--- src/rtl/ldpcCodePkg.sv ---
`default_nettype none

package ldpcCodePkg;

    // code 3 is not defined and decodes as rate 1/2.
    typedef enum logic [1:0] {
        rate1_2 = 2'd0,
        rate2_3 = 2'd1,
        rate4_5 = 2'd2
    } codeRate_t;

    // codeword length in 64-bit words.
    function automatic logic [7:0] wordsPerFrame(codeRate_t rate, logic codeLength4096);
        logic [7:0] shortWords;
        case (rate)
            rate2_3: shortWords = 8'd24;
            rate4_5: shortWords = 8'd20;
            default: shortWords = 8'd32;
        endcase
        return codeLength4096 ? {shortWords[5:0], 2'b00} : shortWords;
    endfunction

    // the long code carries a four word marker.
    function automatic logic [2:0] markerWords(logic codeLength4096);
        return codeLength4096 ? 3'd4 : 3'd1;
    endfunction

endpackage

`default_nettype wire

--- src/rtl/framerPkg.sv ---
`default_nettype none

package framerPkg;

    typedef enum logic [1:0] {
        outOfSync   = 2'b00,
        skipPayload = 2'b01,
        testSync    = 2'b11
    } syncState_t;

    localparam int bitsPerWord = 64;

    localparam logic [bitsPerWord-1:0] syncWord = 64'hFCB8_8938_D8D7_6A4F;

    // holds the four word sum and the threshold.
    localparam int corrWidth = 11;

endpackage

`default_nettype wire

--- src/rtl/symbolDerotator.sv ---
`timescale 1ns/1ps
`default_nettype none

module symbolDerotator (
    input  wire         clk,
    input  wire         reset,
    input  wire  [1:0]  symbol,
    input  wire         symbolEn,
    input  wire  [1:0]  rotation,
    output logic        dataBit,
    output logic        bitEn
);

    logic [1:0] rotated;
    logic       qBit;
    logic       qPending;

    // symbol[1] is the I sign, symbol[0] the Q sign.
    always_comb begin
        case (rotation)
            2'd0:    rotated = symbol;
            2'd1:    rotated = {symbol[0], ~symbol[1]};
            2'd2:    rotated = ~symbol;
            default: rotated = {~symbol[0], symbol[1]};
        endcase
    end

    always_ff @(posedge clk) begin
        if (reset) begin
            bitEn <= 1'b0;
            qPending <= 1'b0;
        end else begin
            bitEn <= symbolEn | qPending;
            qPending <= symbolEn;
        end
    end

    // I goes out first, Q follows one cycle later.
    always_ff @(posedge clk) begin
        if (symbolEn) begin
            dataBit <= rotated[1];
            qBit <= rotated[0];
        end else if (qPending) begin
            dataBit <= qBit;
        end
    end

endmodule

`default_nettype wire

--- src/rtl/syncCorrelator.sv ---
`timescale 1ns/1ps
`default_nettype none

module syncCorrelator (
    input  wire                                   clk,
    input  wire                                   reset,
    input  wire                                   dataBit,
    input  wire                                   bitEn,
    input  wire                                   codeLength4096,
    input  wire signed [framerPkg::corrWidth-1:0] syncThreshold,
    output logic                                  syncDetected,
    output logic                                  negPolarity
);

    localparam int histDepth = 3 * framerPkg::bitsPerWord;

    logic        [framerPkg::bitsPerWord-1:0] corrSR;
    logic        [framerPkg::bitsPerWord-1:0] nextSR;
    logic signed [7:0]                        bitSum;
    logic signed [7:0]                        sumHist [0:histDepth-1];
    logic signed [framerPkg::corrWidth-1:0]   longSum;
    logic signed [framerPkg::corrWidth-1:0]   negThreshold;

    // score of one nibble from the number of agreeing bits.
    function automatic logic signed [3:0] nibbleScore(logic [3:0] data, logic [3:0] pattern);
        logic [3:0] agree;
        logic signed [3:0] score;
        agree = ~(data ^ pattern);
        case (agree)
            4'b1111:                            score = 4'sd4;
            4'b1110, 4'b1101, 4'b1011, 4'b0111: score = 4'sd2;
            4'b1000, 4'b0100, 4'b0010, 4'b0001: score = -4'sd2;
            4'b0000:                            score = -4'sd4;
            default:                            score = 4'sd0;
        endcase
        return score;
    endfunction

    // correlate against the register as it will be after this bit.
    assign nextSR = {corrSR[framerPkg::bitsPerWord-2:0], dataBit};

    always_comb begin
        bitSum = '0;
        for (int n = 0; n < framerPkg::bitsPerWord / 4; n++) begin
            bitSum = bitSum + nibbleScore(nextSR[4*n +: 4], framerPkg::syncWord[4*n +: 4]);
        end
    end

    always_ff @(posedge clk) begin
        if (bitEn) begin
            corrSR <= nextSR;
            sumHist[0] <= codeLength4096 ? bitSum : 8'sd0;
            for (int n = 1; n < histDepth; n++) begin
                sumHist[n] <= sumHist[n-1];
            end
        end
    end

    // long marker is sync, inverted sync, sync, sync.
    assign longSum = bitSum
                   + sumHist[framerPkg::bitsPerWord-1]
                   - sumHist[2*framerPkg::bitsPerWord-1]
                   + sumHist[3*framerPkg::bitsPerWord-1];

    assign negThreshold = -syncThreshold;

    always_ff @(posedge clk) begin
        if (reset) begin
            syncDetected <= 1'b0;
            negPolarity <= 1'b0;
        end else if (bitEn) begin
            if (longSum > syncThreshold) begin
                syncDetected <= 1'b1;
                negPolarity <= 1'b0;
            end else if (longSum < negThreshold) begin
                syncDetected <= 1'b1;
                negPolarity <= 1'b1;
            end else begin
                syncDetected <= 1'b0;
                negPolarity <= 1'b0;
            end
        end
    end

endmodule

`default_nettype wire

--- src/rtl/ldpcFramer.sv ---
`timescale 1ns/1ps
`default_nettype none

module ldpcFramer #(
    parameter int maxSyncCount = 5
) (
    input  wire                                   clk,
    input  wire                                   reset,
    input  wire                                   dataBit,
    input  wire                                   bitEn,
    input  wire                                   codeLength4096,
    input  wire ldpcCodePkg::codeRate_t           codeRate,
    input  wire signed [framerPkg::corrWidth-1:0] syncThreshold,
    output logic [1:0]                            rotation,
    output framerPkg::syncState_t                 frameSyncState,
    output logic                                  frameSync,
    output logic                                  codewordEn
);

    localparam int countWidth = $clog2(maxSyncCount + 1);
    localparam logic [countWidth-1:0] countMax = countWidth'(maxSyncCount);
    localparam logic [5:0] lastBit = 6'(framerPkg::bitsPerWord - 1);

    logic [7:0]             payloadWords;
    logic [7:0]             frameWords;
    logic [7:0]             skipWords;
    framerPkg::syncState_t  syncState;
    logic [5:0]             bitCount;
    logic [7:0]             wordCount;
    logic [countWidth-1:0]  syncCount;
    logic                   endOfCount;
    logic                   syncDetected;
    logic                   negPolarity;
    logic                   posHit;

    syncCorrelator correlator (
        .clk            (clk),
        .reset          (reset),
        .dataBit        (dataBit),
        .bitEn          (bitEn),
        .codeLength4096 (codeLength4096),
        .syncThreshold  (syncThreshold),
        .syncDetected   (syncDetected),
        .negPolarity    (negPolarity)
    );

    assign payloadWords = ldpcCodePkg::wordsPerFrame(codeRate, codeLength4096);
    assign frameWords = payloadWords + {5'd0, ldpcCodePkg::markerWords(codeLength4096)};
    // payload plus the leading marker words, the last marker word is the test window.
    assign skipWords = frameWords - 8'd1;

    assign endOfCount = (bitCount == 6'd0) && (wordCount == 8'd0);
    assign posHit = syncDetected && !negPolarity;
    assign frameSyncState = syncState;

    always_ff @(posedge clk) begin
        if (reset) begin
            syncState <= framerPkg::outOfSync;
            frameSync <= 1'b0;
            codewordEn <= 1'b0;
            rotation <= 2'd0;
            syncCount <= '0;
            bitCount <= lastBit;
            wordCount <= frameWords - 8'd1;
        end else if (bitEn) begin
            case (syncState)
                framerPkg::outOfSync: begin
                    frameSync <= 1'b0;
                    if (syncDetected) begin
                        // inverted marker means a half turn off.
                        rotation <= {rotation[1] ^ negPolarity, rotation[0]};
                        syncCount <= countWidth'(1);
                        bitCount <= lastBit;
                        wordCount <= skipWords - 8'd1;
                        syncState <= framerPkg::skipPayload;
                    end else if (endOfCount) begin
                        // a whole frame without a marker, try the next phase.
                        rotation <= rotation + 2'd1;
                        bitCount <= lastBit;
                        wordCount <= frameWords - 8'd1;
                    end else if (bitCount == 6'd0) begin
                        bitCount <= lastBit;
                        wordCount <= wordCount - 8'd1;
                    end else begin
                        bitCount <= bitCount - 6'd1;
                    end
                end
                framerPkg::skipPayload: begin
                    if (endOfCount) begin
                        bitCount <= lastBit;
                        syncState <= framerPkg::testSync;
                    end else if (bitCount == 6'd0) begin
                        bitCount <= lastBit;
                        wordCount <= wordCount - 8'd1;
                    end else begin
                        bitCount <= bitCount - 6'd1;
                    end
                end
                framerPkg::testSync: begin
                    if (bitCount == 6'd0) begin
                        if (posHit) begin
                            if (syncCount != countMax) begin
                                syncCount <= syncCount + 1'b1;
                            end
                            if (syncCount >= countMax - 1'b1) begin
                                frameSync <= 1'b1;
                                codewordEn <= 1'b1;
                            end else begin
                                codewordEn <= frameSync;
                            end
                            bitCount <= lastBit;
                            wordCount <= skipWords - 8'd1;
                            syncState <= framerPkg::skipPayload;
                        end else if (syncCount == '0) begin
                            rotation <= rotation + 2'd1;
                            codewordEn <= 1'b0;
                            bitCount <= lastBit;
                            wordCount <= frameWords - 8'd1;
                            syncState <= framerPkg::outOfSync;
                        end else begin
                            syncCount <= syncCount - 1'b1;
                            codewordEn <= frameSync;
                            bitCount <= lastBit;
                            wordCount <= skipWords - 8'd1;
                            syncState <= framerPkg::skipPayload;
                        end
                    end else begin
                        bitCount <= bitCount - 6'd1;
                    end
                end
                default: begin
                    syncState <= framerPkg::outOfSync;
                    frameSync <= 1'b0;
                    codewordEn <= 1'b0;
                    syncCount <= '0;
                    bitCount <= lastBit;
                    wordCount <= frameWords - 8'd1;
                end
            endcase
        end
    end

endmodule

`default_nettype wire

--- src/rtl/codewordPacker.sv ---
`timescale 1ns/1ps
`default_nettype none

module codewordPacker (
    input  wire                                  clk,
    input  wire                                  reset,
    input  wire                                  dataBit,
    input  wire                                  bitEn,
    input  wire                                  codewordEn,
    input  wire                                  codeLength4096,
    input  wire ldpcCodePkg::codeRate_t          codeRate,
    output logic [framerPkg::bitsPerWord-1:0]    word,
    output logic                                 wordValid,
    output logic                                 firstWord
);

    localparam logic [5:0] lastBit = 6'(framerPkg::bitsPerWord - 1);

    logic [7:0] payloadWords;
    logic [7:0] frameWords;
    logic       bitDelay;
    logic       active;
    logic [7:0] wordIdx;
    logic [5:0] bitIdx;
    logic [7:0] curWord;
    logic [5:0] curBit;
    logic       inPayload;

    assign payloadWords = ldpcCodePkg::wordsPerFrame(codeRate, codeLength4096);
    assign frameWords = payloadWords + {5'd0, ldpcCodePkg::markerWords(codeLength4096)};

    // codewordEn rises one bit into the payload, so bits run one behind.
    assign curWord = active ? wordIdx : 8'd0;
    assign curBit = active ? bitIdx : 6'd0;
    assign inPayload = curWord < payloadWords;

    always_ff @(posedge clk) begin
        if (reset) begin
            active <= 1'b0;
            wordValid <= 1'b0;
            firstWord <= 1'b0;
            wordIdx <= 8'd0;
            bitIdx <= 6'd0;
        end else begin
            wordValid <= 1'b0;
            if (bitEn) begin
                if (!codewordEn) begin
                    active <= 1'b0;
                end else begin
                    active <= 1'b1;
                    bitIdx <= curBit + 6'd1;
                    if (curBit == lastBit) begin
                        wordIdx <= (curWord == frameWords - 8'd1) ? 8'd0 : curWord + 8'd1;
                    end else begin
                        wordIdx <= curWord;
                    end
                    if (inPayload && curBit == lastBit) begin
                        wordValid <= 1'b1;
                        firstWord <= (curWord == 8'd0);
                    end
                end
            end
        end
    end

    // oldest bit ends up in the MSB.
    always_ff @(posedge clk) begin
        if (bitEn) begin
            bitDelay <= dataBit;
            if (codewordEn && inPayload) begin
                word <= {word[framerPkg::bitsPerWord-2:0], bitDelay};
            end
        end
    end

endmodule

`default_nettype wire

--- src/rtl/ldpcSyncTop.sv ---
`timescale 1ns/1ps
`default_nettype none

module ldpcSyncTop #(
    parameter int maxSyncCount = 5
) (
    input  wire                                   clk,
    input  wire                                   reset,
    input  wire  [1:0]                            symbol,
    input  wire                                   symbolEn,
    input  wire                                   codeLength4096,
    input  wire ldpcCodePkg::codeRate_t           codeRate,
    input  wire signed [framerPkg::corrWidth-1:0] syncThreshold,
    output logic [1:0]                            rotation,
    output framerPkg::syncState_t                 frameSyncState,
    output logic                                  frameSync,
    output logic                                  codewordEn,
    output logic [framerPkg::bitsPerWord-1:0]     word,
    output logic                                  wordValid,
    output logic                                  firstWord
);

    logic dataBit;
    logic bitEn;

    symbolDerotator derotator (
        .clk      (clk),
        .reset    (reset),
        .symbol   (symbol),
        .symbolEn (symbolEn),
        .rotation (rotation),
        .dataBit  (dataBit),
        .bitEn    (bitEn)
    );

    ldpcFramer #(
        .maxSyncCount (maxSyncCount)
    ) framer (
        .clk            (clk),
        .reset          (reset),
        .dataBit        (dataBit),
        .bitEn          (bitEn),
        .codeLength4096 (codeLength4096),
        .codeRate       (codeRate),
        .syncThreshold  (syncThreshold),
        .rotation       (rotation),
        .frameSyncState (frameSyncState),
        .frameSync      (frameSync),
        .codewordEn     (codewordEn)
    );

    codewordPacker packer (
        .clk            (clk),
        .reset          (reset),
        .dataBit        (dataBit),
        .bitEn          (bitEn),
        .codewordEn     (codewordEn),
        .codeLength4096 (codeLength4096),
        .codeRate       (codeRate),
        .word           (word),
        .wordValid      (wordValid),
        .firstWord      (firstWord)
    );

endmodule

`default_nettype wire

--- config.mk ---
export PLATFORM = sky130hd
export DESIGN_NAME = ldpcSyncTop
export DESIGN_NICKNAME = d
export VERILOG_FILES = /design/src/rtl/ldpcCodePkg.sv /design/src/rtl/framerPkg.sv /design/src/rtl/symbolDerotator.sv /design/src/rtl/syncCorrelator.sv /design/src/rtl/ldpcFramer.sv /design/src/rtl/codewordPacker.sv /design/src/rtl/ldpcSyncTop.sv
export SDC_FILE = /design/constraint.sdc
export NUM_CORES = 1
export LEC_CHECK = 0
export ABC_AREA = 1
export BUFFER_PORTS_ARGS = -buffer_cell sky130_fd_sc_hd__buf_2
export CORE_MARGIN = 2
export CORE_UTILIZATION = 52
export CTS_CLUSTER_DIAMETER = 60
export DETAILED_ROUTE_END_ITERATION = 8
export PLACE_DENSITY_LB_ADDON = 0.25
export SYNTH_ARGS = -nofsm -noshare
export SYNTH_HDL_FRONTEND = slang
export SYNTH_HIERARCHICAL = 1
export SYNTH_SLANG_ARGS = --single-unit
--- constraint.sdc ---
create_clock -name clk -period 36.7 [get_ports clk]
set_input_delay 0 -clock clk [delete_from_list [all_inputs] [get_ports clk]]
set_output_delay 0 -clock clk [all_outputs]
set_load 0.005 [all_outputs]
==> results of run 1 <==
per-stage QoR:
stage / cells / setup slack [ns]
final: 4315 / 27.75
after global placement: 4034 / 27.84
after CTS: 4314 / 27.63
after global routing: 4314 / 27.05
after detailed placement: 4034 / 27.67
after floorplan: 2639 / 13.16
Yosys cell counts (6+ instances only):
cell type / number / area (um2)
a21oi_1: 60 / 300.3
a31oi_1: 6 / 37.54
dfxtp_1: 36 / 720.7
edfxtp_1: 1482 / 44500
fa_1: 66 / 1321
ha_1: 110 / 1376
inv_1: 267 / 1002
inv_2: 7 / 26.28
nand2_1: 243 / 912.1
nand2_2: 11 / 68.82
nand2_4: 6 / 67.56
nand3_1: 59 / 295.3
nand4_1: 13 / 81.33
nor2_1: 84 / 315.3
nor2_2: 11 / 68.82
nor2_4: 6 / 67.56
o21ai_0: 49 / 245.2
xnor2_1: 25 / 219.0
xor2_1: 39 / 341.6
logic make-up (layout without fill, tap and decap cells):
family,after synthesis,count (layout),share of synthesized area [%]
flip-flops,1518,1518,86.24
AND/OR/NAND/NOR,456,456,3.973
buffers and inverters,286,663,2.083
adder cells (fa/ha/maj),176,176,5.144
AO/OA/AOI/OAI,139,139,1.489
XOR/XNOR,64,64,1.069
other,0,1,0
cell type report:
type / count / area (um2)
Antenna cell: 1 / 2.502
Sequential cell: 1518 / 45230
Clock buffer: 180 / 3993
Timing Repair Buffer: 118 / 700.7
Fill cell: 7087 / 40340
Tap cell: 1298 / 1624
Multi-Input combinational cell: 835 / 6127
Clock inverter: 89 / 945.9
Inverter: 276 / 1036
registers in the layout, indices dropped and copies added, names as in the netlist:
signal                          flops
framer/wordCount                    8
framer/correlator/sumHist        1344
derotator/qBit                      1
framer/correlator/negPolarity       1
packer/firstWord                    1
framer/rotation                     2
framer/frameSyncState               2
framer/correlator/syncDetected      1
framer/frameSync                    1
framer/syncCount                    3
packer/bitIdx                       6
framer/bitCount                     6
derotator/bitEn                     1
framer/codewordEn                   1
derotator/qPending                  1
packer/bitDelay                     1
packer/word                        64
packer/wordIdx                      8
packer/active                       1
packer/wordValid                    1
derotator/dataBit                   1
framer/correlator/corrSR           63
how the worst min path moves through the flow:
| stage | start | endpoint | slack [ns] | depth (start not counted) |
|---|---|---|---|---|
| after floorplan | reset | derotator/bitEn | 0.06 | 1 |
| after global placement | symbolEn | derotator/qBit | 0.24 | 1 |
| after detailed placement | symbolEn | derotator/qBit | 0.25 | 1 |
| after CTS | syncThreshold[2] | framer/correlator/negPolarity | 0.03 | 7 |
| after global routing | symbolEn | derotator/qPending | 0.10 | 4 |
| final | syncThreshold[2] | framer/correlator/negPolarity | 0.08 | 7 |
routing by layer:
layer,up-vias,routed length (um),GRT usage [%]
met1,11044,37180,22.23
met5,-,27,0
met4,4,1925,5.483
met2,406,31230,20.00
li1,10171,-,-
met3,168,3289,3.345
worst max-delay path: cells and delay by family (launching register included):
kind | cells | cell delay (ns)
buf+inv | 6 | 0.33
xor+xnor | 2 | 0.43
fa+ha+maj | 13 | 5.50
compound gates | 6 | 1.16
flops | 1 | 0.41
simple gates | 12 | 0.96
==> results.toml, run 1 <==
[floorplan]
dieHeight_um = 321.6
rows = 116
core_area_um2 = 100000
die_x_um = 321.6
ios = 91
die-area_um2 = 103400
start_util_pct = 52.44

[yosys]
syn_inst = 2639
synth-async-reset-ratio_pct = 0
synth_edf_count = 1482
synthesis.area_um2 = 52440
synth-seq-cells = 1518
synth.avg_cell_area_um2 = 19.87
ys_seq_area_share_pct = 86.24
yosysUniqueCellTypes = 49
yosysWarnings = 6
synth-main-ff-cell = "edfxtp_1"
syn_nets = 2834

[worst_setup_path]
r2r-end = "framer/correlator/syncDetected"
cpPeakStageDelay_ns = 0.55
critical_path.endpoint = "framer/correlator/syncDetected"
critPathMaxFanout = 4
end_kind = "flip-flop"
cpMostUsedCell = "fa_1"
reg2reg_slack_ns = 27.75
cp_data_required_time_ns = 37.28
crit_type = "reg -> reg"
critPathSlowestCell = "fa_1"
worstReg2RegStart = "framer/correlator/corrSR[55]"
start_kind = "flip-flop"
critical_path_arrival_ns = 9.53
crit_start = "framer/correlator/corrSR[55]"
reg2reg_depth = 39

[place]
hpwl_mm = 39.56
gp_congestion = 0.8121
port_buffers = 90
placed_area_um2 = 54600

[global_routing]
grt_pass1_wl_mm = 117.2
grt_max_degree = 178
track_usage_pct = 14.39
grt_pass1_vias = 21569
antenna_found_initial = 9
overflow = 0

[clock_network]
cts_setup_buffers = 0
cts_resized = 0
clkSinkCount = 1518
ctsHoldBuffers = 11
clk_pin_slew_worst_paths_ns = 0.06
worst_skew_pair.late_latency_ns = 0.75
htree_levels = 4
cts_root_buffer = "clkbuf_16"
cts_buffer_depth = 3
cts_tree = "done"
cts_inserted_buffers = 153

[sta]
hold_violations = 0
slew_violations = 0
tns_ns = 0
holdWs_ns = 0.07789
worst_pin_slew_ns = 1.138
finalCritPeriodShare_pct = 24.39
relSlewSlack_pct = 24.12
setup_viol = 0
period_minus_slack_ns = 8.952
clock_skew_ns = 0.03117
timing.fmax_ghz = 0.1117
rsz0062_at_grt = "no"

[layout]
fin_area_um2 = 59660
drive_gt1_share_pct = 12.80
area_growth_pct = 13.77
final_util_pct = 59.66
final_common_cell = "edfxtp_1"
final_nets = 3097
layout_common_cells = "1482 x edfxtp_1, 267 x inv_1, 243 x nand2_1, 155 x clkbuf_16, 110 x ha_1"

[worst_hold_path]
hp-class = "in -> reg"

[status]
status = "finished clean"

[routing]
vias = 21793
drt-vias-per-instance = 5.051
drc_errors = 0
drtIter0Drc = 1572
first_pass_iters = 5
drtAntennaViolNets = 0
wl_per_cell_um = 17.07
drt_wl_total_mm = 73.65

[flow_run]
maxCapViolations = 0
Power of run 1 is not shown: default switching activity piles up to over one toggle a cycle in this logic, so the estimate is an artifact.
==> run 2: changes to the inputs <==
==> constraint.sdc (replaced) <==
create_clock -name clk -period 8.9 [get_ports clk]
set_input_delay 0 -clock clk [delete_from_list [all_inputs] [get_ports clk]]
set_output_delay 0 -clock clk [all_outputs]
set_load 0.005 [all_outputs]
==> run 2 against run 1 <==
  * Cell area rose by 0.22%
  * Non-clock buffer count up 19
  * Die area is the same
  * Sequential share of layout area fell by 0.16 points
  * Worst hold slack got worse by 0.0026 ns
  * Worst setup slack worse by 27 ns
  * Routed wire length fell by 0.71%
==> results.toml, run 2 (same netlist as run 1, synthesis figures left out) <==
[sta]
period_minus_slack_ns = 8.637
tns_ns = 0
relSlewSlack_pct = 24.92
timing.fmax_ghz = 0.1158
rsz0062_at_grt = "yes"
holdWs_ns = 0.07524
setup_slack_ns = 0.2635
hold_violations = 0
finalCritPeriodShare_pct = 97.04
clock_skew_ns = 0.02159
setup_viol = 0
slew_violations = 0
worst_pin_slew_ns = 1.126

[routing]
wl_per_cell_um = 16.88
drt-vias-per-instance = 5.048
vias = 21867
drtAntennaViolNets = 0
first_pass_iters = 7
drtIter0Drc = 1768
drt_wl_total_mm = 73.13
drc_errors = 0

[clock_network]
clkSinkCount = 1518
cts_tree = "done"
cts_buffer_depth = 3
clk_pin_slew_worst_paths_ns = 0.06
cts_inserted_buffers = 150
worst_skew_pair.late_latency_ns = 0.74
htree_levels = 4
cts_root_buffer = "clkbuf_16"

[status]
status = "finished clean"

[worst_setup_path]
cpPeakStageDelay_ns = 0.60
cp_data_required_time_ns = 9.48
crit_start = "framer/correlator/corrSR[39]"
critPathSlowestCell = "fa_2"
crit_type = "reg -> reg"
reg2reg_slack_ns = 0.26
critical_path.endpoint = "framer/correlator/syncDetected"
reg2reg_depth = 38
worstReg2RegStart = "framer/correlator/corrSR[39]"
crit_cells = 38
r2r-end = "framer/correlator/syncDetected"
crit_buf_inv = 8
critical_path_arrival_ns = 9.21
end_kind = "flip-flop"
start_kind = "flip-flop"
critPathMaxFanout = 3
cp_top_family = "adder cells"

[floorplan]
start_util_pct = 52.44
core_area_um2 = 100000
rows = 116
die_x_um = 321.6
ios = 91
die-area_um2 = 103400
dieHeight_um = 321.6

[place]
hpwl_mm = 38.53
gp_congestion = 0.8257
port_buffers = 90
post-place-ws_ns = -0.1868

[layout]
num_antenna_cells = 0
multi_input_area_um2 = 6385
final_util_pct = 59.78
largest_reg_flops = 1344
top_register = "framer/correlator/sumHist"
reg.largest.list = "framer/correlator/sumHist: 1344 flops, packer/word: 64 flops, framer/correlator/corrSR: 63 flops"
area_growth_pct = 14.01
layout_common_cells = "1482 x edfxtp_1, 260 x inv_1, 237 x nand2_1, 152 x clkbuf_16, 103 x ha_1"
final_nets = 3113
drive_gt1_share_pct = 14.90
final-seq-area_um2 = 45230
final_common_cell = "edfxtp_1"
nFillCells = 6977

[global_routing]
overflow = 0
antenna_found_initial = 6
grt_max_degree = 224
grt_pass1_wl_mm = 116.5
track_usage_pct = 14.20
grt_pass1_vias = 21797

[worst_hold_path]
hp-class = "in -> reg"

[flow_run]
maxCapViolations = 0
[run 2: how the worst min path moves through the flow]
| stage | startpoint | end | cells past startpoint |
|---|---|---|---|
| 6_report | syncThreshold[2] | framer/correlator/syncDetected | 8 |
| 5_1_grt | syncThreshold[2] | framer/correlator/negPolarity | 7 |
| 4_1_cts | syncThreshold[2] | framer/correlator/negPolarity | 7 |
| 3_5_place_dp | symbolEn | derotator/qBit | 1 |
| 3_3_place_gp | symbolEn | derotator/qBit | 1 |
| 2_1_floorplan | reset | derotator/bitEn | 1 |
[run 2: routing by layer]
metal	wire length (um)	vias to the layer above	global-route usage (%)
met5	13	-	0
met4	1716	2	5.348
met3	3541	149	3.534
met2	31520	511	20.03
met1	36330	11007	21.54
li1	-	10198	-
[run 2: repair_timing]
item,in CTS,in global routing
buffers inserted,4,18
endpoints found under the setup margin,2,2
pin swaps,7,46
endpoints found under the hold margin,46,0
resized for setup,7,56
hold buffers,11,0
[run 2: worst register-to-register path, delay by kind of cell (launching register included)]
kind / cells / cell delay, ns
compound gates: 7 / 0.98
xor+xnor: 2 / 0.34
fa+ha+maj: 13 / 5.47
buf+inv: 8 / 0.59
flops: 1 / 0.39
simple gates: 8 / 0.70
[run 2: final cells by class]
cell class | count | area share, %
Clock buffer | 187 | 6.599
Sequential cell | 1518 | 75.65
Inverter | 276 | 1.737
Tap cell | 1298 | 2.717
Multi-Input combinational cell | 835 | 10.68
Clock inverter | 81 | 1.124
Timing Repair Buffer | 137 | 1.494
[run 2: through the flow]
| stage | cells | area [um2] |
|---|---|---|
| after global placement | 4031 | 54660 |
| after floorplan | 2639 | 52500 |
| after CTS | 4314 | 59450 |
| final | 4332 | 59780 |
| after detailed placement | 4031 | 54660 |
| after global routing | 4332 | 59780 |
Power of run 2 is left out for the same reason.
